$ cat config.mk
export PLATFORM = sky130hd
export DESIGN_NAME = mem_byte_lane
export DESIGN_NICKNAME = d
export VERILOG_FILES = /design/src/hw/mips_mem_pkg.sv /design/src/hw/mem_byte_lane.sv
export SDC_FILE = /design/constraint.sdc
export NUM_CORES = 2
export LEC_CHECK = 0
export BUFFER_PORTS_ARGS = -buffer_cell sky130_fd_sc_hd__buf_2
export CORE_MARGIN = 2
export CORE_UTILIZATION = 45
export CTS_CLUSTER_SIZE = 40
export DETAILED_ROUTE_END_ITERATION = 12
export PLACE_DENSITY = 0.58
export SLEW_MARGIN = 25
export SYNTH_ARGS = -nofsm -noshare
export SYNTH_HDL_FRONTEND = slang
export SYNTH_SLANG_ARGS = --single-unit
$ cat constraint.sdc
create_clock -name i_clk -period 3 [get_ports i_clk]
set_input_delay 0.3 -clock i_clk [delete_from_list [all_inputs] [get_ports i_clk]]
set_output_delay 0.3 -clock i_clk [all_outputs]
set_load 0.01 [all_outputs]
$ cat src/hw/mips_mem_pkg.sv
package mips_mem_pkg;

    // Datapath sizes for the MEM stage.
    localparam int DATA_W     = 32;  // Data and address width.
    localparam int NUM_LANES  = 4;   // Byte lanes per word.
    localparam int LANE_W     = 8;   // One byte per lane.
    localparam int OFF_W      = 2;   // Byte offset bits inside a word.
    localparam int DEPTH_LOG2 = 8;   // Word address bits, addr[9:2].
    localparam int DEPTH      = 1 << DEPTH_LOG2;  // 256 words.

    // Pass-through field widths.
    localparam int REG_W      = 5;   // Register file index.
    localparam int WB_CTL_W   = 8;   // Write-back control byte.

    // Memory opcode from the EX stage.
    // Loads come first, then stores.
    typedef enum logic [3:0] {
        MEM_NONE = 4'd0,  // No memory access, ALU pass only.
        MEM_LB   = 4'd1,  // Load byte, sign extended.
        MEM_LBU  = 4'd2,  // Load byte, zero extended.
        MEM_LH   = 4'd3,  // Load halfword, sign extended.
        MEM_LHU  = 4'd4,  // Load halfword, zero extended.
        MEM_LW   = 4'd5,  // Load word.
        MEM_SB   = 4'd6,  // Store byte.
        MEM_SH   = 4'd7,  // Store halfword.
        MEM_SW   = 4'd8   // Store word.
    } mem_op_e;

    // Lane masks for partial stores.
    // Lane 0 is the least significant byte.
    //
    // Byte:  one lane at offset 0..3.
    // Half:  lanes 1:0 or 3:2.
    // Word:  all four lanes.
    //
    // Misaligned accesses:
    //   halfword at odd offset,
    //   word at nonzero offset.
    // These never touch the array.
    //
    // Address bits above addr[9] are ignored,
    // the array wraps every 1 KB.
    //
    // Read data comes back one cycle after issue.

endpackage

$ cat src/hw/mem_byte_lane.sv
`timescale 1ns/1ps

module mem_byte_lane (
    input  logic                                i_clk,
    input  logic                                i_en,
    input  logic                                i_we,
    input  logic [mips_mem_pkg::DEPTH_LOG2-1:0] i_addr,
    input  logic [mips_mem_pkg::LANE_W-1:0]     i_wdata,
    output logic [mips_mem_pkg::LANE_W-1:0]     o_rdata
);
    import mips_mem_pkg::*;

    // One byte of every word.
    logic [LANE_W-1:0] mem [0:DEPTH-1];

    // Read-first port.
    // Output holds while the lane is idle.
    always_ff @(posedge i_clk) begin
        if (i_en) begin
            o_rdata <= mem[i_addr];        // Old data on a same-address write.
            if (i_we) begin
                mem[i_addr] <= i_wdata;
            end
        end
    end

    // Write strobe only together with the lane enable.
    a_we_needs_en: assert property (@(posedge i_clk) i_we |-> i_en)
        else $error("byte_lane: write without enable at addr %h", i_addr);

endmodule

-- After elaboration in Yosys (flattened, before gate mapping)
Memories as Yosys holds them, arrays and structs flattened. A register that Yosys moved wholly into a read port is not among the register bits.
Index checks and enable logic that the tools add are counted.
W data, S select, Z words.
- memories kept: 1
- bits in writable memories: 2048
- output and inout bits: 8
- bits in registers: 0
- logic and storage cells: 4
- memory list (name ; words ; bits a word ; read ports ; clocked after memory_dff ; wr ports ; line ; text):
    mem ; 256 ; 8 ; 1 ; 1 ; 1 ; mem_byte_lane.sv:14 ; logic [LANE_W-1:0] mem [0:DEPTH-1];
- muxes and demuxes: 3
- operator list (kind ; count):
    $mux W1 ; 3

-- Logic depth before layout (Yosys ltp)
- word-level depth: 3
- depth in mapped cells: 9

-- Worst setup path before layout
OpenSTA, ideal clock, no wires.
- kind: in2reg
- start: input port i_addr[0] (netlist name)
- end: memory mem[105][0], enable pin
- path buffers: 5
- path slack: 0.440 ns
- required time: 2.630 ns
- arrival: 2.190 ns
- cell stages on the path: 8
- cell sequence: clkbuf_1 > buf_4 > buf_4 > buf_2 > nor3b_1 > nand2_1 > clkbuf_1 > nor2_1
- RTL lines (item ; line ; text):
    start, declared ; mem_byte_lane.sv:7 ; input logic [mips_mem_pkg::DEPTH_LOG2-1:0] i_addr,
    end, declared ; mem_byte_lane.sv:14 ;
Straight into the memory's write port.

==> key figures <==
Final layout
  • Final nets: roughly 4.2k
  • Design Area, Final: just over 90000 um2
  • Post-layout util: 0.533
  • Multi-input gate area: 15700 um2
  • Area growth syn-to-layout: 18.1%
  • Final std cells w/o fill: around 6.6k
  • Register area: about 62000 um2
  • Layout cell share with drive strength beyond 1: 0.337
  • Fillcell total: roughly 13k

Worst setup path
  • Delay-heaviest family, CP: compound AO/OA/AOI/OAI gates
  • Crit path max-delay cell type: o41ai_1
  • Critical path endpoint category: flip-flop
  • Worst EP arrival: 3.41 ns
  • Worst Path Required: around 3.6 ns
  • Crit-path cells: mux4_2, a22oi_1, a21oi_1, o41ai_1, buf_4, nand4_1
  • Buf+Inv Stages, Crit Path: 1
  • Crit path max fanout: 1
  • Critical Path Source Type: flip-flop
  • Type of the worst setup path: reg -> reg
  • Peak per-stage delay on the critical path: around 0.84 ns

Power and ir drop
  • Worst ir drop on vdd: 622 uV
  • Cell Pwr Density: approximately 640 nW/um2
  • Sw power: about 0.012 W
  • LEAKAGE: ~30 nW
  • Clock Power Share: 0.415
  • Sw Ratio: 0.210
  • Logic pwr share: 0.049
  • Sequential fraction of design power: 0.536
  • Cell Int Power: around 0.047 W

Yosys
  • Synth unique cells: 21
  • Post-synth EDFFs: ~2k
  • Cell count after synthesis: ~3.5k
  • Synth Area per Inst: roughly 22 um2
  • Seq/Total Area, Yosys: 0.788
  • Synth Flop Type: edfxtp_1
  • Warnings, synthesis: 0
  • Mapped Area: 78400 um2
  • Mapped Nets: between 3k and 4k
  • Synth async-reset ratio: 0
  • Yosys reg bits: slightly above 2k

Route
  • Vias: slightly below 40k
  • Routed met3 length: roughly 14000 um
  • Drt total wl: roughly 200000 um
  • Top sig layer: met4
  • Met1 Routed Length: between 80000 and 90000 um
  • Drt first pass iters: 6
  • Routed len/inst: approximately 30 um
  • ANT nets after route: 0
  • Initial drt markers: between 4k and 5k
  • WL met2: 98900 um
  • DR vias/cell: 5.84
  • Post-route DRC: 0

Global routing
  • Initial antenna violation count: 11
  • Gr usage total: 0.224
  • Vias in the first global route: 39.6k
  • First-pass GRT wire length: between 200000 and 300000 um
  • Global route overflow: 0
  • Largest net degree at the start of global routing: approximately 120

Timing
  • Unrepaired setup endpoints after global routing: false
  • Final hold vios: 0
  • Final Setup Violations: 0
  • Max Fclk: roughly 0.35 GHz
  • Slew Viols, Final: 0
  • Fin Setup TNS: 0 ns
  • Least-Margin Pin Slew: 1.15 ns
  • Final min period: ~2.9 ns
  • Final period utilization: 0.956
  • Slew HR: 0.231
  • Layout Skew: 0.0350 ns

Floorplanning
  • Die ar.: about 180000 um2
  • Placeable Area: around 170000 um2
  • Std cell rows: approximately 150
  • Die height: about 420 um
  • Die Wd: approximately 420 um
  • Top Ports: 27
  • Initial Utilization: 0.452

Clock network
  • Clock Sinks: 2056
  • Num CTS Buffers: between 200 and 250
  • Clk Latency, worst-skew pair: a little over 0.8 ns
  • Max clock buf depth: 3
  • CTS tree: done
  • Clock transition at the registers of the reported paths: approximately 0.06 ns
  • Clk root buf: clkbuf_16
  • CTS HTree Levels: 4

Placed design
  • IO buf count: 26
  • Placed cells: approximately 6.3k
  • Routability cong.: a little over 0.8
  • Hpwl dp: about 130000 um
  • Placed Area: around 86000 um2

Status
  • Outcome: complete, no violations

Worst hold path
  • Worst hold path class: in -> reg

Run
  • Total of max-cap violations: 0
-- worst register-to-register path: stages (launching register included) --
cell	delay, ns
edfxtp_1	0.36
mux4_2	0.53
a22oi_1	0.29
a21oi_1	0.21
o41ai_1	0.84
buf_4	0.27
nand4_1	0.09
-- kinds of logic (layout without fill, tap and decap cells) --
logic type | count (synthesis) | count (layout) | share of synthesized area
DFF | 2056 | 2056 | 0.788
AOI/OAI and AO/OA | 416 | 416 | 0.0363
buffers and inverters | 225 | 1012 | 0.0127
other | 0 | 5 | 0
muxes | 512 | 512 | 0.147
and+or+nand+nor | 316 | 316 | 0.0160
-- cells in the mapped netlist (all sizes together) (2+ instances only) --
library cell / n / share of area
edfxtp: 2056 / 0.79
mux4: 512 / 0.15
nor2: 259 / 0.012
a22oi: 256 / 0.025
clkbuf: 143 / 0.0068
a21oi: 128 / 0.0082
buf: 82 / 0.0059
o41ai: 32 / 0.0036
nand2: 30 / 0.0014
nand4: 8 / 0.00064
nor2b: 6 / 0.00048
nand3: 4 / 0.00026
and2: 2 / 0.00016
nand2b: 2 / 0.00016
nor3b: 2 / 0.00019
-- final cells by class --
type,instances,share of cell area
diodes,5,0.000135
clock buffers,255,0.0579
clock inverters,119,0.0113
multi-input cells,1244,0.170
flip-flops and latches,2056,0.667
well taps,2325,0.0314
repair buffers,638,0.0619
-- metrics by stage --
stage                     total power [W]  worst slack (ns)  hold WS [ns]
after floorplan                    0.0336             0.440         0.399
after global placement             0.0352            -0.674         0.707
after detailed placement           0.0352            -0.633         0.713
after CTS                          0.0595            0.0697        0.0166
after global routing               0.0608            0.0149        0.0363
final                              0.0591             0.133        0.0469
-- layout by cell type, fill, tap and decap left out, types with 2 or more instances in the layout --
cell type / netlist / layout
inv_16: 0 / 2
buf_12: 0 / 71
nand3_1: 4 / 4
clkinv_2: 0 / 40
nand4_1: 8 / 8
clkinv_1: 0 / 41
buf_2: 39 / 16
nor2b_1: 6 / 4
nor3b_1: 2 / 2
nor2b_4: 0 / 2
mux4_2: 512 / 512
o41ai_1: 32 / 30
buf_8: 0 / 10
buf_4: 12 / 535
nand2_1: 30 / 14
clkbuf_16: 0 / 207
clkinv_4: 0 / 3
a22oi_1: 256 / 256
bufinv_16: 0 / 14
clkinvlp_4: 0 / 8
clkinv_8: 0 / 4
inv_6: 0 / 6
diode_2: 0 / 5
dlygate4sd3_1: 0 / 6
nand2_2: 0 / 16
a21oi_1: 128 / 128
o41ai_2: 0 / 2
nand2b_2: 0 / 2
edfxtp_1: 2056 / 2056
clkbuf_1: 143 / 48
nor2_1: 259 / 258
-- timing repair --
item                       CTS  global route
setup endpoints to repair    0             0
hold endpoints to repair   167             1
resized for setup            0             0
setup buffers                0             0
hold buffers                 5             1
-- flip-flops by register name (all words and copies together) (netlist names) --
name     flops
mem       2048
o_rdata      8
-- final timing paths --
kind | start | endpoint | slack, ns | cells after the start
max | mem[103][7]$_DFFE_PP_ | o_rdata[7]$_DFFE_PP_ | 0.13 | 6
min reg2reg | mem[58][5]$_DFFE_PP_ | o_rdata[5]$_DFFE_PP_ | 1.08 | 5
min | i_wdata[3] | mem[87][3]$_DFFE_PP_ | 0.05 | 1
max reg2reg | mem[103][7]$_DFFE_PP_ | o_rdata[7]$_DFFE_PP_ | 0.13 | 6
-- routing by layer --
metal | up-vias | GRT usage
li1 | 16260 | -
met1 | 20868 | 0.318
met2 | 1420 | 0.366
met3 | 249 | 0.0378
met4 | 0 | 0.0535
met5 | - | 0
-- power by group through the flow --
| stage | logic (W) | registers (W) | clock network [W] |
|---|---|---|---|
| floorplan | 0.00136 | 0.0323 | 0 |
| global placement | 0.00288 | 0.0323 | 0 |
| detailed placement | 0.00291 | 0.0323 | 0 |
| CTS | 0.00292 | 0.0317 | 0.0249 |
| global route | 0.00305 | 0.0317 | 0.0261 |
| finish | 0.00288 | 0.0317 | 0.0245 |
(Power assumes the default switching activity.)
