File: src/hw/mips_mem_pkg.sv
package mips_mem_pkg;

    // Datapath sizes for the MEM stage.
    localparam int DATA_W     = 32;  // Data and address width.
    localparam int NUM_LANES  = 4;   // Byte lanes per word.
    localparam int LANE_W     = 8;   // One byte per lane.
    localparam int OFF_W      = 2;   // Byte offset bits inside a word.
    localparam int DEPTH_LOG2 = 8;   // Word address bits, addr[9:2].
    localparam int DEPTH      = 1 << DEPTH_LOG2;  // 256 words.

    // Pass-through field widths.
    localparam int REG_W      = 5;   // Register file index.
    localparam int WB_CTL_W   = 8;   // Write-back control byte.

    // Memory opcode from the EX stage.
    // Loads come first, then stores.
    typedef enum logic [3:0] {
        MEM_NONE = 4'd0,  // No memory access, ALU pass only.
        MEM_LB   = 4'd1,  // Load byte, sign extended.
        MEM_LBU  = 4'd2,  // Load byte, zero extended.
        MEM_LH   = 4'd3,  // Load halfword, sign extended.
        MEM_LHU  = 4'd4,  // Load halfword, zero extended.
        MEM_LW   = 4'd5,  // Load word.
        MEM_SB   = 4'd6,  // Store byte.
        MEM_SH   = 4'd7,  // Store halfword.
        MEM_SW   = 4'd8   // Store word.
    } mem_op_e;

    // Lane masks for partial stores.
    // Lane 0 is the least significant byte.
    //
    // Byte:  one lane at offset 0..3.
    // Half:  lanes 1:0 or 3:2.
    // Word:  all four lanes.
    //
    // Misaligned accesses:
    //   halfword at odd offset,
    //   word at nonzero offset.
    // These never touch the array.
    //
    // Address bits above addr[9] are ignored,
    // the array wraps every 1 KB.
    //
    // Read data comes back one cycle after issue.

endpackage

File: src/hw/mem_load_extract.sv
`timescale 1ns/1ps

module mem_load_extract (
    input  logic                            i_clk,
    input  logic                            i_rst,
    input  mips_mem_pkg::mem_op_e           i_mem_op,
    input  logic [mips_mem_pkg::OFF_W-1:0]  i_byte_off,
    input  logic                            i_misaligned,
    input  logic [mips_mem_pkg::DATA_W-1:0] i_lane_rdata,
    output logic [mips_mem_pkg::DATA_W-1:0] o_mem_data,
    output logic                            o_fault
);
    import mips_mem_pkg::*;

    mem_op_e              op_q;       // Opcode aligned with lane data.
    logic [OFF_W-1:0]     off_q;      // Byte offset, same cycle.
    logic                 fault_q;    // Misaligned, same cycle.
    logic [LANE_W-1:0]    byte_sel;
    logic [2*LANE_W-1:0]  half_sel;

    // Issue-cycle controls, delayed to match the RAM read.
    always_ff @(posedge i_clk) begin
        if (i_rst) begin
            op_q    <= MEM_NONE;
            off_q   <= '0;
            fault_q <= 1'b0;
        end else begin
            op_q    <= i_mem_op;
            off_q   <= i_byte_off;
            fault_q <= i_misaligned;
        end
    end

    assign o_fault = fault_q;

    // Addressed byte and halfword.
    assign byte_sel = i_lane_rdata[off_q*LANE_W +: LANE_W];
    assign half_sel = off_q[1] ? i_lane_rdata[DATA_W-1:2*LANE_W]
                               : i_lane_rdata[2*LANE_W-1:0];

    // Extension per opcode.
    always_comb begin
        o_mem_data = '0;                              // Stores and idle.
        if (!fault_q) begin
            case (op_q)
                MEM_LB:  o_mem_data = {{(DATA_W-LANE_W){byte_sel[LANE_W-1]}}, byte_sel};
                MEM_LBU: o_mem_data = {{(DATA_W-LANE_W){1'b0}}, byte_sel};
                MEM_LH:  o_mem_data = {{(DATA_W-2*LANE_W){half_sel[2*LANE_W-1]}}, half_sel};
                MEM_LHU: o_mem_data = {{(DATA_W-2*LANE_W){1'b0}}, half_sel};
                MEM_LW:  o_mem_data = i_lane_rdata;
                default: o_mem_data = '0;
            endcase
        end
        // A faulted load returns zero.
    end

    // An idle slot never reports a fault one cycle later.
    a_no_fault_idle: assert property (
        @(posedge i_clk) disable iff (i_rst)
        ($past(i_mem_op) == MEM_NONE) |-> !o_fault
    ) else $error("load_extract: fault on idle slot");

endmodule

File: config.mk
export PLATFORM = sky130hd
export DESIGN_NAME = mem_load_extract
export DESIGN_NICKNAME = d
export VERILOG_FILES = /design/src/hw/mips_mem_pkg.sv /design/src/hw/mem_load_extract.sv
export SDC_FILE = /design/constraint.sdc
export NUM_CORES = 1
export LEC_CHECK = 0
export BUFFER_PORTS_ARGS = -buffer_cell sky130_fd_sc_hd__buf_2
export CAP_MARGIN = 20
export CORE_MARGIN = 5
export CORE_UTILIZATION = 37
export DETAILED_ROUTE_END_ITERATION = 16
export GPL_ROUTABILITY_DRIVEN = 0
export HOLD_SLACK_MARGIN = 0.12
export PLACE_DENSITY = 0.77
export SYNTH_ARGS = -nofsm -noshare
export SYNTH_HDL_FRONTEND = slang
export SYNTH_SLANG_ARGS = --single-unit
File: constraint.sdc
create_clock -name i_clk -period 1.7 [get_ports i_clk]
set_input_delay 0.425 -clock i_clk [delete_from_list [all_inputs] [get_ports i_clk]]
set_output_delay 0.425 -clock i_clk [all_outputs]
set_load 0.02 [all_outputs]
Word-level counts from Yosys, hierarchy flattened:

Cells that the tools add are included.

* equality and inequality tests: 5
* shifts and indexed selects: 1
* multiplexer cells: 3

Operators with widths (number)
* $pmux 32 s5: 1
* $mux 32: 1
* $shiftx 32x6->8: 1
* $mux 16: 1
* $eq 4x2->1 const B: 2
* $eq 4x3->1 const B: 2
* $eq 4x1->1 const B: 1

* register bits: 7
* input bits: 41
* output and inout bits: 33
* logic and storage cells: 12

Longest topological paths before layout:

* depth in word-level cells: 3
* mapped depth: 6
* gate-level depth less buffers: 4

Worst setup path after synthesis:

No wires, ideal clock.

* path kind: reg2out
* start: register off_q[1]
* end: output port o_mem_data[7] in the netlist's numbering
* arrival: 1470 ps
* data required time: 1275 ps
* setup slack: -195 ps
* stages on the path, launching flop included: 5
* buffers on the path: 0
* path through: dfxtp_1 mux4_2 nand3b_1 nor3_1 a221o_1

* cells in the longest elaborated chain, start to end: 3
* elaborated cells between the ends (all ways): 4
* classes of those cells: shift (1); mux (3)

RTL lines
* start, declared: RTL line mem_load_extract.sv:16 `logic [OFF_W-1:0] off_q;`
* start signal, assigned: RTL line mem_load_extract.sv:29 `off_q <= i_byte_off;`
* $shiftx 32x6->8 / $mux 16 (equally long branches): RTL line mem_load_extract.sv:37, mem_load_extract.sv:38
* $pmux 32 s5 *: RTL line mem_load_extract.sv:45 `case (op_q)`
* $mux 32 *: RTL line mem_load_extract.sv:44 `if (!fault_q) begin`
* end, declared: RTL line mem_load_extract.sv:10 `output logic [mips_mem_pkg::DATA_W-1:0] o_mem_data,`

Every way passes the cells marked *; elsewhere a longest branch is shown, timed or not.

Worst setup path in the final report:

* start: register off_q[0]
* end: output port o_mem_data[0] in the netlist's numbering

* cells in the longest elaborated chain, start to end: 3

RTL lines
* $shiftx 32x6->8: RTL line mem_load_extract.sv:37 `assign byte_sel = i_lane_rdata[off_q*LANE_W +: LANE_W];`
* $pmux 32 s5: RTL line mem_load_extract.sv:45
* $mux 32: RTL line mem_load_extract.sv:44

No other way between the ends.

==> impl_metrics.yaml <==
outcome:
  outcome: "finished, violations left"
  violations: "negative setup slack"
sta:
  finalSetupViolCount: 32
  relSlewSlack: 0.650
  clock.fmax_mhz: 432
  min_period_over_period: 1.36
  worst_slew_pin_slew_ps: 525
  period_minus_slack_ps: 2310
  slew_viol_final: 0
  worst_slack_ps: -614
  hold_violations: 0
  rsz0062_at_grt: "true"
grt:
  grt-ovfl-total: 0
  gr-usage-met2: 0.512
  grt_usage: 0.276
  globalRouteMet3Util: 0.0360
  grt_max_degree: 11
  antenna_found_initial: 1
  met1_usage: 0.288
  grt_pass1_wl_mm: 8.78
  grt-busiest-layer: "met2"
  grt_pass1_vias: 1796
flow_run:
  drv_cap: 0
cts:
  numCtsBuffers: 3
  cts_tree: "built"
  clk_pin_slew_ps: 50
  clockBufferDepth: 2
  clock-sinks: 7
  clock-root-buffer: "clkbuf_4"
  h-tree-depth: 1
die:
  die_y_um: 62.5
  die_w_um: 62.5
  die_area_um2: 3910
  core_area_um2: 2690
  initial_core_util: 0.380
  placementRows: 19
  io_pins: 74
worst_setup_path:
  cp_slowest_cell: "dfxtp_2"
  path_max_fanout: 7
  end_kind: "output port"
  critical_path_class: "flip-flop to output port"
  cp.arrival_ps: 1890
  crit_family: "simple AND/OR/NAND/NOR gates"
  critical_path_buf_inv_count: 2
  path_cells: "nand2b_1 -> nor4_2 -> a41oi_2 -> buf_4 -> o21ai_4 -> buf_6"
  cp.required_ps: 1270
  max_stage_delay_ps: 430
  crit_path_start_kind: "flip-flop"
cells_and_area:
  instances_no_fill: 288
  area_growth_pct: 147
  final_common_cell: "buf_6"
  fin_util: 0.937
  nNetsFinal: 298
  layout_common_cells: "buf_6, buf_2, buf_4"
  drive_gt1_frac: 0.805
hold_path:
  hold_end: "op_q[0]"
  worstHoldStart: "i_mem_op[0]"
  holdPathStages: 2
  hold_class: "primary input to flip-flop"
route:
  ant_nets: 0
  vias_per_cell: 6.76
  dr_total_vias: 1947
  drtPass1Iterations: 6
  wl_mm: 7.38
  drtIter0Drc: 347
  wire_per_inst_um: 25.6
  drc: 0
logic_synthesis:
  synthCells: 136
  synth_nets: 177
  yosysWarnings: 0
  ys_ff_latch: 7
  yosysUniqueCellTypes: 33
  avgSynthCellArea_um2: 7.50
  yosysSeqAreaShare: 0.137
  syn_area_um2: 1020
power:
  power_mw: 0.987
  power.density_nw_per_um2: 392
  worst_ir_drop_vdd_mv: 0.516
  p_leak_nw: 1.13
place:
  hpwl_mm: 3.21
  io_buffers: 73
  dpl.cell_count: 270
synthesized netlist by cell type:
library cell / n / area [um2]
nand2b_1: 2 / 12.5
a21oi_1: 1 / 5.00
maj3_1: 1 / 10.0
nand3_1: 16 / 80.1
or2_1: 1 / 6.26
a41oi_1: 7 / 61.3
mux4_2: 2 / 45.0
nor2_1: 4 / 15.0
a221o_1: 8 / 80.1
and2b_1: 2 / 15.0
buf_4: 2 / 15.0
nor2b_1: 9 / 56.3
a21o_1: 1 / 7.51
o22ai_1: 1 / 6.26
nand3b_1: 2 / 15.0
nand4_2: 1 / 12.5
dfxtp_1: 7 / 140
mux2i_1: 7 / 70.1
nor3_1: 3 / 15.0
nand2_1: 25 / 93.8
nor3_4: 1 / 16.3
nor3b_4: 2 / 37.5
a32o_1: 1 / 10.0
o311ai_2: 1 / 16.3
buf_6: 1 / 11.3
a211oi_2: 1 / 12.5
inv_1: 1 / 3.75
and3b_1: 1 / 8.76
buf_2: 9 / 45.0
o21ai_1: 7 / 35.0
or3b_1: 1 / 8.76
xnor2_1: 1 / 8.76
nor4_1: 7 / 43.8
layer usage:
| layer | vias to the layer above | part of all wire |
|---|---|---|
| li1 | 762 | - |
| met1 | 906 | 0.33 |
| met2 | 208 | 0.48 |
| met3 | 71 | 0.11 |
| met4 | 0 | 0.080 |
| met5 | - | 0 |
how the worst max path moves through the flow:
| stage | startpoint | end | cells after the start | slack (ps) |
|---|---|---|---|---|
| floorplan | op_q[1] | o_mem_data[10] | 6 | -160 |
| global placement | i_lane_rdata[31] | o_mem_data[13] | 6 | -360 |
| detailed placement | i_lane_rdata[31] | o_mem_data[11] | 6 | -400 |
| CTS | off_q[1] | o_mem_data[11] | 5 | -500 |
| global route | op_q[0] | o_mem_data[6] | 7 | -630 |
| finish | off_q[0] | o_mem_data[0] | 6 | -610 |
cell type report:
| class | instances | area, um2 |
|---|---|---|
| antenna | 1 | 2.50 |
| inverter | 1 | 3.75 |
| timing repair buffer | 128 | 1100 |
| fill | 83 | 169 |
| clock buffer | 4 | 26.3 |
| tap | 31 | 38.8 |
| sequential | 7 | 156 |
| multi-input combinational | 116 | 1180 |
metrics by stage:
step | TNS, ps | instance area [um2] | hold slack, ps | setup WS, ps
3_5_place_dp | -8520 | 1850 | 640 | -399
6_report | -16890 | 2520 | 387 | -614
5_1_grt | -18210 | 2520 | 396 | -632
4_1_cts | -14260 | 2310 | 384 | -499
2_1_floorplan | -1970 | 1180 | 489 | -161
3_3_place_gp | -8020 | 1850 | 632 | -357
cell families after synthesis:
family | after synthesis | share of synthesized area
mux | 9 | 0.113
flops | 7 | 0.137
buf+inv | 13 | 0.0736
xor+xnor | 1 | 0.00859
compound gates | 28 | 0.229
simple gates | 77 | 0.428
fa+ha+maj | 1 | 0.00982
timing repair:
item | in CTS | in global routing
setup buffers | 6 | 5
endpoints found under the setup margin | 32 | 32
pin swaps | 18 | 13
cloned | 1 | 1
resized for setup | 94 | 44
hold buffers | 0 | 0
state kept, by name, summed over array words and instances (netlist names):
register,cells
op_q,4
off_q,2
o_fault,1
power breakdown:
group / internal (mW) / leakage [nW] / total, mW / switching [mW]
clock network: 0.0892 / 0.0150 / 0.145 / 0.0558
registers: 0.173 / 0.0611 / 0.193 / 0.0204
logic: 0.316 / 1.05 / 0.648 / 0.333
total: 0.578 / 1.13 / 0.987 / 0.409
Note: power is estimated with default switching activity, not from simulation.
