<file path="config.mk">
export PLATFORM = sky130hd
export DESIGN_NAME = mem_store_align
export DESIGN_NICKNAME = d
export VERILOG_FILES = /design/src/hw/mips_mem_pkg.sv /design/src/hw/mem_store_align.sv
export SDC_FILE = /design/constraint.sdc
export NUM_CORES = 1
export LEC_CHECK = 0
export BUFFER_PORTS_ARGS = -buffer_cell sky130_fd_sc_hd__buf_2
export CORE_MARGIN = 8
export CORE_UTILIZATION = 38
export DETAILED_ROUTE_END_ITERATION = 7
export PLACE_DENSITY = 0.86
export SLEW_MARGIN = 25
export SYNTH_ARGS = -nofsm -noshare
export SYNTH_HDL_FRONTEND = slang
export SYNTH_SLANG_ARGS = --single-unit
</file>
<file path="constraint.sdc">
create_clock -name vclk -period 1.6
set_input_delay 0.24 -clock vclk [all_inputs]
set_output_delay 0.24 -clock vclk [all_outputs]
set_load 0.03 [all_outputs]
</file>
<file path="src/hw/mips_mem_pkg.sv">
package mips_mem_pkg;

    // Datapath sizes for the MEM stage.
    localparam int DATA_W     = 32;  // Data and address width.
    localparam int NUM_LANES  = 4;   // Byte lanes per word.
    localparam int LANE_W     = 8;   // One byte per lane.
    localparam int OFF_W      = 2;   // Byte offset bits inside a word.
    localparam int DEPTH_LOG2 = 8;   // Word address bits, addr[9:2].
    localparam int DEPTH      = 1 << DEPTH_LOG2;  // 256 words.

    // Pass-through field widths.
    localparam int REG_W      = 5;   // Register file index.
    localparam int WB_CTL_W   = 8;   // Write-back control byte.

    // Memory opcode from the EX stage.
    // Loads come first, then stores.
    typedef enum logic [3:0] {
        MEM_NONE = 4'd0,  // No memory access, ALU pass only.
        MEM_LB   = 4'd1,  // Load byte, sign extended.
        MEM_LBU  = 4'd2,  // Load byte, zero extended.
        MEM_LH   = 4'd3,  // Load halfword, sign extended.
        MEM_LHU  = 4'd4,  // Load halfword, zero extended.
        MEM_LW   = 4'd5,  // Load word.
        MEM_SB   = 4'd6,  // Store byte.
        MEM_SH   = 4'd7,  // Store halfword.
        MEM_SW   = 4'd8   // Store word.
    } mem_op_e;

    // Lane masks for partial stores.
    // Lane 0 is the least significant byte.
    //
    // Byte:  one lane at offset 0..3.
    // Half:  lanes 1:0 or 3:2.
    // Word:  all four lanes.
    //
    // Misaligned accesses:
    //   halfword at odd offset,
    //   word at nonzero offset.
    // These never touch the array.
    //
    // Address bits above addr[9] are ignored,
    // the array wraps every 1 KB.
    //
    // Read data comes back one cycle after issue.

endpackage

</file>
<file path="src/hw/mem_store_align.sv">
`timescale 1ns/1ps

module mem_store_align (
    input  mips_mem_pkg::mem_op_e                i_mem_op,
    input  logic [mips_mem_pkg::OFF_W-1:0]      i_byte_off,
    input  logic [mips_mem_pkg::DATA_W-1:0]     i_wdata,
    output logic [mips_mem_pkg::NUM_LANES-1:0]  o_lane_en,
    output logic [mips_mem_pkg::NUM_LANES-1:0]  o_lane_we,
    output logic [mips_mem_pkg::DATA_W-1:0]     o_lane_wdata,
    output logic                                o_misaligned
);
    import mips_mem_pkg::*;

    logic                 is_load;    // Any load opcode.
    logic                 is_store;   // Any store opcode.
    logic                 size_byte;
    logic                 size_half;
    logic                 size_word;
    logic [NUM_LANES-1:0] lane_mask;  // Lanes touched by the access.

    // Opcode decode.
    always_comb begin
        is_load   = 1'b0;
        is_store  = 1'b0;
        size_byte = 1'b0;
        size_half = 1'b0;
        size_word = 1'b0;
        case (i_mem_op)
            MEM_LB, MEM_LBU: begin
                is_load   = 1'b1;
                size_byte = 1'b1;
            end
            MEM_LH, MEM_LHU: begin
                is_load   = 1'b1;
                size_half = 1'b1;
            end
            MEM_LW: begin
                is_load   = 1'b1;
                size_word = 1'b1;
            end
            MEM_SB: begin
                is_store  = 1'b1;
                size_byte = 1'b1;
            end
            MEM_SH: begin
                is_store  = 1'b1;
                size_half = 1'b1;
            end
            MEM_SW: begin
                is_store  = 1'b1;
                size_word = 1'b1;
            end
            default: ;                                // MEM_NONE.
        endcase
    end

    // Odd halfword or unaligned word.
    assign o_misaligned = (size_half & i_byte_off[0]) | (size_word & (|i_byte_off));

    // Lanes selected by size and offset.
    always_comb begin
        lane_mask = '0;
        if (size_byte)
            lane_mask = 4'b0001 << i_byte_off;
        else if (size_half)
            lane_mask = i_byte_off[1] ? 4'b1100 : 4'b0011;
        else if (size_word)
            lane_mask = 4'b1111;
    end

    // Loads read the whole word, the extractor picks the bytes.
    assign o_lane_en = o_misaligned ? '0 :
                       is_load      ? '1 :
                       is_store     ? lane_mask : '0;
    assign o_lane_we = (is_store && !o_misaligned) ? lane_mask : '0;

    // Replicate so every enabled lane sees its own byte.
    always_comb begin
        if (size_byte)
            o_lane_wdata = {NUM_LANES{i_wdata[LANE_W-1:0]}};
        else if (size_half)
            o_lane_wdata = {2{i_wdata[2*LANE_W-1:0]}};
        else
            o_lane_wdata = i_wdata;                   // Word or idle.
    end

    // A written lane holds the store byte that belongs to its address.
    always_comb begin
        for (int k = 0; k < NUM_LANES; k++) begin
            if (o_lane_we[k]) begin
                assert (o_lane_wdata[k*LANE_W +: LANE_W] ==
                        i_wdata[2'(k - i_byte_off)*LANE_W +: LANE_W])
                    else $error("store_align: lane %0d got %h", k,
                                o_lane_wdata[k*LANE_W +: LANE_W]);
            end
        end
    end

endmodule

</file>
; After elaboration in Yosys (flattened, before gate mapping)
; Cells that the tools add are included.
[classes]
n_reduce_logical = 8
bitwise = 3
n_eq_ne = 8
n_mux = 15
n_shift = 1
[ops]
columns = operator, count
row1 = two-way mux 32 bit, 2
row2 = two-way mux 4 bit, 8
row3 = "equality test 4 x 3 -> 1 bit, second input constant", 4
row4 = OR reduction 3 bit, 3
row5 = "equality test 4 x 2 -> 1 bit, second input constant", 2
row6 = two-way mux 1 bit, 5
row7 = OR reduction 5 bit, 1
row8 = "equality test 4 x 1 -> 1 bit, second input constant", 1
row9 = "equality test 4 bit, second input constant", 1
row10 = OR reduction 2 bit, 2
row11 = "left shift 1 x 2 -> 4 bit, first input constant", 1
row12 = AND 1 bit, 2
row13 = logical AND 1 bit, 1
row14 = zero test 1 bit, 1
row15 = OR 1 bit, 1
[word_totals]
input_bits = 38
reg_bits = 0

; Depth between registers and ports, before layout
; Gate-level depths: netlist (run 1).
[logic_depth]
depth_word = 9
mapped_depth = 7
ltp_nobuf = 4

; Worst setup path before layout (run 1)
; Ideal clock, no wire load.
[synth_timing]
path_kind = input -> output
startpoint = input port i_mem_op[2]
endpoint = output port o_lane_we[0] (netlist bit)
t_arrival_ps = 1773
stages = 3
slack_ps = -413
path_buffers = 1
required_ps = 1360
cell_sequence = buf_2 or4b_2 a21boi_0
[synth_via]
elab_chain_len = 8
word_cells_on_any_way = 25
[synth_rtl]
columns = element, line
row1 = from (decl), mem_store_align.sv:4  ; input mips_mem_pkg::mem_op_e i_mem_op,
row2 = equality test 4 x 3 -> 1 bit (tied with other cells), mem_store_align.sv:28  ; case (i_mem_op)
row3 = OR reduction 3 bit (no line) / OR reduction 2 bit (equally long branches), --
row4 = two-way mux 1 bit, mem_store_align.sv:28
row5 = AND 1 bit, mem_store_align.sv:58  ; assign o_misaligned = (size_half & i_byte_off[0]) | (size_word & (|i_byte_off));
row6 = OR 1 bit, mem_store_align.sv:58
row7 = zero test 1 bit, mem_store_align.sv:75  ; assign o_lane_we = (is_store && !o_misaligned) ? lane_mask : '0;
row8 = logical AND 1 bit, mem_store_align.sv:75
row9 = two-way mux 4 bit (*), mem_store_align.sv:75
row10 = to (decl), mem_store_align.sv:8  ; output logic [mips_mem_pkg::NUM_LANES-1:0] o_lane_we,
; Mark *: on every way between the ends. The rest lies on a longest branch, timed or not.

; Worst setup path in the final report (run 1)
[layout_timing]
startpoint = input port i_mem_op[1]
endpoint = output port o_lane_en[3] (netlist bit)
[layout_via]
elab_chain_len = 9
word_cells_on_any_way = 27
[layout_rtl]
columns = element, line
row1 = equality test 4 bit / equality test 4 x 3 -> 1 bit (equally long branches), mem_store_align.sv:28
row2 = OR reduction 2 bit (no line), --
row3 = two-way mux 1 bit, mem_store_align.sv:28
row4 = two-way mux 4 bit, mem_store_align.sv:67  ; else if (size_word)
row5 = two-way mux 4 bit, mem_store_align.sv:65  ; else if (size_half)
row6 = two-way mux 4 bit, mem_store_align.sv:63  ; if (size_byte)
row7 = two-way mux 4 bit, mem_store_align.sv:74  ; is_store ? lane_mask : '0;
row8 = two-way mux 4 bit, mem_store_align.sv:73  ; is_load ? '1 :
row9 = two-way mux 4 bit (*), mem_store_align.sv:72  ; assign o_lane_en = o_misaligned ? '0 :
row10 = to (decl), mem_store_align.sv:7  ; output logic [mips_mem_pkg::NUM_LANES-1:0] o_lane_en,
; Marked as above.

==> metrics.txt, run 1 <==
status=finished, violations left; failing checks=negative setup slack; post-synthesis instance area=0.00101 mm2; hpwl dp=3.32 mm; Final period util=112%; total global routing overflow=0; vias per cell=5.77; ANT nets after route=0; Final Util=82.6%; largest delay contributor family on the critical path=simple AND/OR/NAND/NOR gates; Leak=0.963 nW; largest net degree at the start of global routing=15; commonest non-fill, non-tap cells in the layout=42 x buf_2, 42 x buf_6, 28 x buf_4; Storage cell area=0 um2; Site Rows=18; ranking of synthesized cells by area=mux2_2 18%, nand2b_1 9.3%, o32ai_1 7.8%; worst hold endpoint=o_lane_wdata[7]; Worst Slack Setup Final=-187 ps; hold path cells=2; CP startpoint kind=input port; drt drc=0; gpl congestion=0.935; Slew @ Worst Pin=481 ps; post-synthesis cell type count=32; arrival time worst endpoint=1550 ps; syn_nets=186; RSZ-0062 raised after global routing=true; die area=0.00456 mm2; Tot Pwr=0.825 mW; final WL=5.00 mm; CLK BUF=0; hold path startpoint=i_wdata[7]; most used cell, CP=buf_6; CP required=1360 ps; sequential area share after synthesis=0%; share of cells above drive strength 1=69.6%; Synth Instances=148; # setup viols final=31; TritonRoute pass-1 iters=4; maximum operating frequency=560 MHz; Post-Place Setup Slack=-270 ps; I/O pin cnt=79; crit path capture type=primary output; layout net count=280; vias in the first global route=1,501; antenna violations before repair=0; sequential cell count=0; Initial Utilization=40.4%; slew margin rel.=67.7%; top cell type's share of synthesized area=17.8%; die height=67.5 um; via count=1,557; syn avg cell area=6.82 um2; Hold WC Path Type=input port to primary output; Hold Vio Cnt, Final=0; Tot GR Track Use=18.4%; WL/cell=18.5 um; I/O Buffers=79; CP max FO=3; Synth Warn #=0; cts-stage hold buffer count=0; iteration-0 DRC count of the detailed router=186; area grow syn2layout=105%; Synth area leader=mux2_2; CP max-delay cell=or4_4; Slew Limit Fails=0; CP Class=input port to primary output; ant diodes=0; Max Cap Violations=0; worst vdd ir=0.340 mV; Worst Path Buf+Inv=2; CP cell instances=buf_6 -> or3b_4 -> or4_4 -> o21a_4 -> o21ai_4 -> buf_6; core area=0.00250 mm2; max incr delay on CP=460 ps; Horiz. Die Dim=67.5 um; first-pass GRT wire length=6.98 mm; Cell Pwr Density=400 mW/mm2; minimum clock period=1790 ps
-- per-stage QoR --
step	hold WS, ps	setup TNS, ps	cell area [um2]	cells
3_3_place_gp	763	-4400	1630	267
2_1_floorplan	612	-239	1100	148
6_report	770	-2480	2070	270
5_1_grt	778	-3520	2070	270
4_1_cts	767	-2910	1850	269
3_5_place_dp	768	-5050	1630	267
-- layer usage --
metal	part of all wire, %	wire length, um	vias to the layer above	track usage (%)
met3	10	498	8	2.98
li1	-	-	743	-
met5	0	0	-	0
met1	37	1870	703	22.4
met4	1.0	51	0	1.57
met2	52	2580	103	33.7
-- cell usage after synthesis --
cell / count
buf_2: 6
o21ai_0: 8
a31o_2: 1
nand2_1: 3
nor2b_1: 1
a211oi_1: 2
a21boi_0: 1
o211ai_1: 1
inv_1: 10
or4b_2: 1
nand4_1: 1
xnor2_1: 1
or4bb_1: 1
or3b_1: 1
a21o_1: 1
clkbuf_1: 5
a21oi_1: 6
mux2_2: 16
nor3_1: 1
or4_4: 1
nand3_1: 3
nor2_1: 10
a31oi_1: 1
o21ai_1: 1
nand2b_1: 15
o32ai_1: 9
buf_4: 10
a221oi_1: 8
buf_6: 2
o21a_1: 10
or2_2: 2
o22ai_1: 9
-- final cells by class --
| cell class | count | area (um2) |
|---|---|---|
| inverters | 10 | 37.5 |
| multi-input cells | 115 | 1040 |
| repair buffers | 115 | 948 |
| fillers | 155 | 434 |
| well taps | 30 | 37.5 |
-- how the worst max path moves through the flow --
stage	from	endpoint	slack [ps]	cells after the start
after floorplan	i_mem_op[3]	o_lane_en[2]	-100	5
after global placement	i_mem_op[1]	o_lane_en[3]	-240	6
after detailed placement	i_mem_op[1]	o_lane_en[3]	-270	6
after CTS	i_mem_op[1]	o_lane_en[3]	-180	6
after global routing	i_mem_op[1]	o_lane_wdata[27]	-230	8
final	i_mem_op[1]	o_lane_en[3]	-190	6
-- power breakdown --
part	switching, mW	internal [mW]
Sequential	0	0
Combinational	0.437	0.389
Clock	0	0
Total	0.437	0.389
-- what timing repair did --
item,4_1_cts,5_1_grt
endpoints found under the hold margin,0,0
resized for setup,61,50
setup buffers,2,1
setup endpoints to repair,33,33
pin swaps,5,10
-- cell families after synthesis --
logic type             after synthesis  synth area share, %
AND/OR/NAND/NOR                     40                 22.7
AO/OA/AOI/OAI                       58                 40.4
multiplexers                        16                 17.8
buffers and inverters               33                 18.2
XOR/XNOR                             1                0.868
(Power assumes the default switching activity.)
==> run 2, diff against run 1 <==
--- a/config.mk
+++ b/config.mk
@@ -7,9 +7,9 @@
 export LEC_CHECK = 0
 export BUFFER_PORTS_ARGS = -buffer_cell sky130_fd_sc_hd__buf_2
 export CORE_MARGIN = 8
-export CORE_UTILIZATION = 38
+export CORE_UTILIZATION = 45
 export DETAILED_ROUTE_END_ITERATION = 7
-export PLACE_DENSITY = 0.86
+export PLACE_DENSITY = 0.95
 export SLEW_MARGIN = 25
 export SYNTH_ARGS = -nofsm -noshare
 export SYNTH_HDL_FRONTEND = slang
==> constraint.sdc (replaced) <==
create_clock -name vclk -period 2.2
set_input_delay 0.33 -clock vclk [all_inputs]
set_output_delay 0.33 -clock vclk [all_outputs]
set_load 0.03 [all_outputs]
==> run 2 against run 1 <==
The run now ends clean. Highest routed layer unchanged. Global-route usage is 3.0 points lower. Worst hold slack better by 180 ps. Final cell count is 11% lower. Critical path type unchanged. Largest cell class unchanged.
==> metrics.txt, run 2 (same netlist as run 1, synthesis figures left out) <==
core area=0.00217 mm2 (-13%); Non-Filler Instances=240 (-11%); via count=1,370 (-12%); sequential power share=0% (unchanged); CP cell instances=buf_2 -> buf_4 -> or4b_2 -> o21ai_0 -> buf_2; Inst Count DP=240 (-10%); Worst Slack Setup Final=150 ps (+337 ps); Initial Utilization=46.5% (+6.1 points); Worst Path Buf+Inv=3 (+1); die area=0.00402 mm2 (-12%); # setup viols final=0 (-100%); worst vdd ir=0.187 mV (-45%); CLK BUF=0 (unchanged); layout net count=252 (-10%); Hold WC Path Type=input port to primary output; largest delay contributor family on the critical path=simple AND/OR/NAND/NOR gates; Tot Pwr=0.406 mW (-51%); Max Cap Violations=0 (unchanged); final instance area=0.00137 mm2 (-34%); max incr delay on CP=660 ps (+200 ps); Clk pwr share=0% (unchanged); hpwl dp=2.86 mm (-14%); Comb power frac=100.0% (about the same); Storage cell area=0 um2 (unchanged); Hold WS=947 ps (+177 ps); area grow syn2layout=35.3%; setup TNS=0 ps (+2480 ps); commonest non-fill, non-tap cells in the layout=79 x buf_2, 16 x mux2_2, 15 x nand2b_1; Tot GR Track Use=15.4% (-3.0 points); iteration-0 DRC count of the detailed router=63 (-66%); cts-stage hold buffer count=0 (unchanged); CP startpoint kind=input port; Slew @ Worst Pin=579 ps (+97.7 ps); Horiz. Die Dim=63.4 um (-6.2%); first-pass GRT wire length=5.55 mm (-20%); gpl congestion=0.836 (-11%); arrival time worst endpoint=1720 ps (+170 ps); die height=63.4 um (-6.2%); CP max FO=13 (+10); Hold Vio Cnt, Final=0 (unchanged); slew margin rel.=61.2% (-6.5 points); Slew Limit Fails=0 (unchanged); Cell Pwr Density=297 mW/mm2 (-26%); final WL=3.44 mm (-31%); setup bufs post-CTS=0 (-2); TritonRoute pass-1 iters=4 (unchanged); WL/cell=14.3 um (-23%); RSZ-0062 raised after global routing=false; Final period util=93.2%; CP max-delay cell=or4b_2; maximum operating frequency=488 MHz; sw frac=62.7% (+9.8 points); Post-Place Cell Area=0.00137 mm2 (-16%); status=finished clean; vias in the first global route=1,266 (-16%); sequential cell count=0 (unchanged); share of cells above drive strength 1=50.9% (-19 points); minimum clock period=2050 ps; Leak=0.656 nW (-32%); most common cell after layout, fill and taps aside=buf_2; ANT nets after route=0 (unchanged); antenna violations before repair=0 (unchanged); Post-Place Setup Slack=150 ps (+420 ps); ant diodes=0 (unchanged); largest net degree at the start of global routing=19 (+4); I/O Buffers=79 (unchanged); Internal Pwr Total=0.152 mW (-61%); crit path capture type=primary output; post_cts resized=0 (-100%); drt drc=0 (unchanged); Final Util=63.0% (-20 points); most used cell, CP=buf_2; I/O pin cnt=79 (unchanged); Site Rows=17 (-1); CP Class=input port to primary output; vias per cell=5.71 (-1.0%); total global routing overflow=0 (unchanged); CP required=1870 ps (+510 ps); Switch Pwr=0.255 mW (-42%)
run 2: layout make-up:
cell class | instances | area (um2)
fill | 208 | 803
inverter | 10 | 37.5
multi-input combinational | 115 | 826
tap | 28 | 35.0
timing repair buffer | 87 | 468
run 2: power groups by stage:
stage / sequential (mW) / clock, mW / combinational [mW]
after floorplan: 0 / 0 / 0.290
final: 0 / 0 / 0.406
after global routing: 0 / 0 / 0.436
after detailed placement: 0 / 0 / 0.406
after global placement: 0 / 0 / 0.399
after CTS: 0 / 0 / 0.407
run 2: per-layer routing:
layer | global-route usage (%) | part of all wire, % | vias to the layer above
met4 | 2.23 | 0.99 | 0
met2 | 27.5 | 49 | 56
met3 | 2.83 | 6.5 | 4
li1 | - | - | 681
met5 | 0 | 0 | -
met1 | 18.7 | 43 | 629
run 2: path summary, 6_finish.rpt:
check | slack (ps) | cells past startpoint | start | endpoint
min | 950 | 2 | i_wdata[4] | o_lane_wdata[4]
max | 150 | 5 | i_mem_op[1] | o_misaligned
==> run 3, diff against run 2 <==
--- a/config.mk
+++ b/config.mk
@@ -5,9 +5,12 @@
 export SDC_FILE = /design/constraint.sdc
 export NUM_CORES = 1
 export LEC_CHECK = 0
+export ABC_AREA = 1
 export BUFFER_PORTS_ARGS = -buffer_cell sky130_fd_sc_hd__buf_2
+export CELL_PAD_IN_SITES_DETAIL_PLACEMENT = 1
+export CELL_PAD_IN_SITES_GLOBAL_PLACEMENT = 2
 export CORE_MARGIN = 8
-export CORE_UTILIZATION = 45
+export CORE_UTILIZATION = 16
 export DETAILED_ROUTE_END_ITERATION = 7
 export PLACE_DENSITY = 0.95
 export SLEW_MARGIN = 25
==> constraint.sdc (replaced) <==
create_clock -name vclk -period 2.2
set_input_delay 0.11 -clock vclk [all_inputs]
set_output_delay 0.11 -clock vclk [all_outputs]
set_load 0.03 [all_outputs]
==> run 3 against run 2 <==
Count of clock-buffer cells in the layout unchanged. Global-route usage decreased by 7.0 points. Maximum frequency increased by 36%. Final area decreased by 19%. Die area increased by 79%. Synthesized cell count increased by 2.7%. Final cell count increased by 13%. Power decreased by 3.1%. Combinational power decreased by 3%. Sequential cell count unchanged. Critical path type unchanged.
==> metrics.txt, run 3 <==
Post-Place Cell Area=0.00110 mm2 (-19%); Slew Limit Fails=0 (unchanged); Comb power frac=100.0% (about the same); layout net count=258 (+2.4%); largest delay contributor family on the critical path=simple AND/OR/NAND/NOR gates; CP startpoint kind=input port; CP Class=input port to primary output; # setup viols final=0 (unchanged); CP max-delay cell=nand3_4; ANT nets after route=0 (unchanged); Tot Pwr=0.394 mW (-3.1%); final instance area=0.00110 mm2 (-19%); post-synthesis instance area=756 um2 (-25%); slew margin rel.=80.4% (+19 points); Tot GR Track Use=8.36% (-7.0 points); Horiz. Die Dim=84.7 um (+34%); die height=84.7 um (+34%); total global routing overflow=0 (unchanged); Hold Vio Cnt, Final=0 (unchanged); drt drc=0 (unchanged); Initial Utilization=16.3% (-30 points); cts-stage hold buffer count=0 (unchanged); top cell type's share of synthesized area=37.7% (+20 points); setup TNS=0 ps (unchanged); antenna violations before repair=0 (unchanged); Synth Area in XOR/XNOR=0% (-0.87 points); most common cell after layout, fill and taps aside=buf_2; sequential area share after synthesis=0% (unchanged); commonest non-fill, non-tap cells in the layout=79 x buf_2, 76 x nand2_1, 17 x inv_1; final WL=3.20 mm (-7.0%); status=finished clean; area grow syn2layout=45.9%; Site Rows=25 (+8); share of cells above drive strength 1=45.0% (-6.0 points); Hold WC Path Type=input port to primary output; ranking of synthesized cells by area=nand2_1 38%, inv_1 8.4%, buf_4 7.9%; Internal Pwr Total=0.116 mW (-24%); CP max FO=24 (+11); crit path capture type=primary output; sw frac=70.6% (+7.9 points); Non-Filler Instances=272 (+13%); Final period util=68.3% (-25 points); Worst Path Buf+Inv=3 (unchanged); CP Depth=9 (+4); largest net degree at the start of global routing=25 (+6); Synth area leader=nand2_1; Inst Count DP=272 (+13%); DR WL met3=285 um (+27%); Max Cap Violations=0 (unchanged); Slew @ Worst Pin=295 ps (-285 ps); CLK BUF=0 (unchanged); top-count cell post-synth=nand2_1; Synth Area in Simple Gates=68.4% (+46 points); post-synthesis cell type count=17 (-47%); Cell Pwr Density=357 mW/mm2 (+20%); mux cell area share after synthesis=0% (-18 points); setup bufs post-CTS=0 (unchanged); syn avg cell area=4.97 um2 (-27%); minimum clock period=1500 ps (-548 ps); met2 wire length=1.50 mm (-11%); die area=0.00718 mm2 (+79%); Synth Instances=152 (+2.7%); highest routed layer=met3; I/O Buffers=79 (unchanged); vias in the first global route=1,069 (-16%); core area=0.00463 mm2 (+110%); RSZ-0062 raised after global routing=false; hold path cells=2 (unchanged); complex-gate fraction of the synthesized area=6.29% (-34 points); CP required=2090 ps (+220 ps); iteration-0 DRC count of the detailed router=10 (-84%); TritonRoute pass-1 iters=4 (unchanged); vias per cell=3.98 (-30%); maximum operating frequency=666 MHz (+36%); Synth Warn #=0 (unchanged); arrival time worst endpoint=1390 ps (-330 ps); area share of fa/ha/maj cells after synthesis=0% (unchanged); Switch Pwr=0.278 mW (+9.1%); syn_nets=190 (+2.2%); wl on met1=1.41 mm (-5.1%); Leak=0.775 nW (+18%); max incr delay on CP=250 ps (-410 ps); post_cts resized=0 (unchanged); worst vdd ir=0.0623 mV (-67%); WL/cell=11.7 um (-18%); top cells by instance count after synthesis=76 x nand2_1, 17 x inv_1, 8 x buf_4, 8 x nand2_2, 8 x o21ai_0; Storage cell area=0 um2 (unchanged); I/O pin cnt=79 (unchanged); via count=1,083 (-21%); hpwl dp=2.85 mm (-0.46%); CP cell instances=buf_2 -> inv_1 -> nand2_1 -> nand2_2 -> nand2_2 -> nand2_4 -> nand3_4 -> o21ai_0 -> buf_2; Hold WS=499 ps (-448 ps); largest family of logic cells by synthesized area=simple AND/OR/NAND/NOR gates; gpl congestion=0.729 (-13%); ant diodes=0 (unchanged); Clk pwr share=0% (unchanged); sequential power share=0% (unchanged); Fillers=657 (+220%); first-pass GRT wire length=5.17 mm (-6.9%); sequential cell count=0 (unchanged)
run 3: final timing paths:
path,start,to,slack (ps)
max,i_mem_op[1],o_lane_wdata[17],700
min,i_wdata[2],o_lane_wdata[2],500
run 3: stage by stage:
| stage | worst slack [ps] | utilization, % |
|---|---|---|
| 2_1_floorplan | 750 | - |
| 3_3_place_gp | 713 | 23.8 |
| 3_5_place_dp | 661 | 23.8 |
| 4_1_cts | 668 | 23.8 |
| 5_1_grt | 505 | 23.8 |
| 6_report | 698 | 23.8 |
run 3: layout make-up:
cell class	instances	area, um2	share of cell area [%]
inverters	20	75.1	6.81
multi-input cells	119	564	51.2
well taps	54	67.6	6.13
repair buffers	79	395	35.9
run 3: cells by family after synthesis:
| group | count (synthesis) |
|---|---|
| buffers and inverters | 33 |
| AOI/OAI and AO/OA | 9 |
| and+or+nand+nor | 110 |
run 3: power by group through the flow:
stage | sequential [mW] | clock (mW) | combinational (mW)
2_1_floorplan | 0 | 0 | 0.291
3_3_place_gp | 0 | 0 | 0.397
3_5_place_dp | 0 | 0 | 0.402
4_1_cts | 0 | 0 | 0.402
5_1_grt | 0 | 0 | 0.432
6_report | 0 | 0 | 0.394
run 3: metal layers:
metal	track usage [%]	vias up
li1	-	575
met2	15.5	43
met1	9.91	465
met4	0	0
met3	2.05	0
met5	0	-
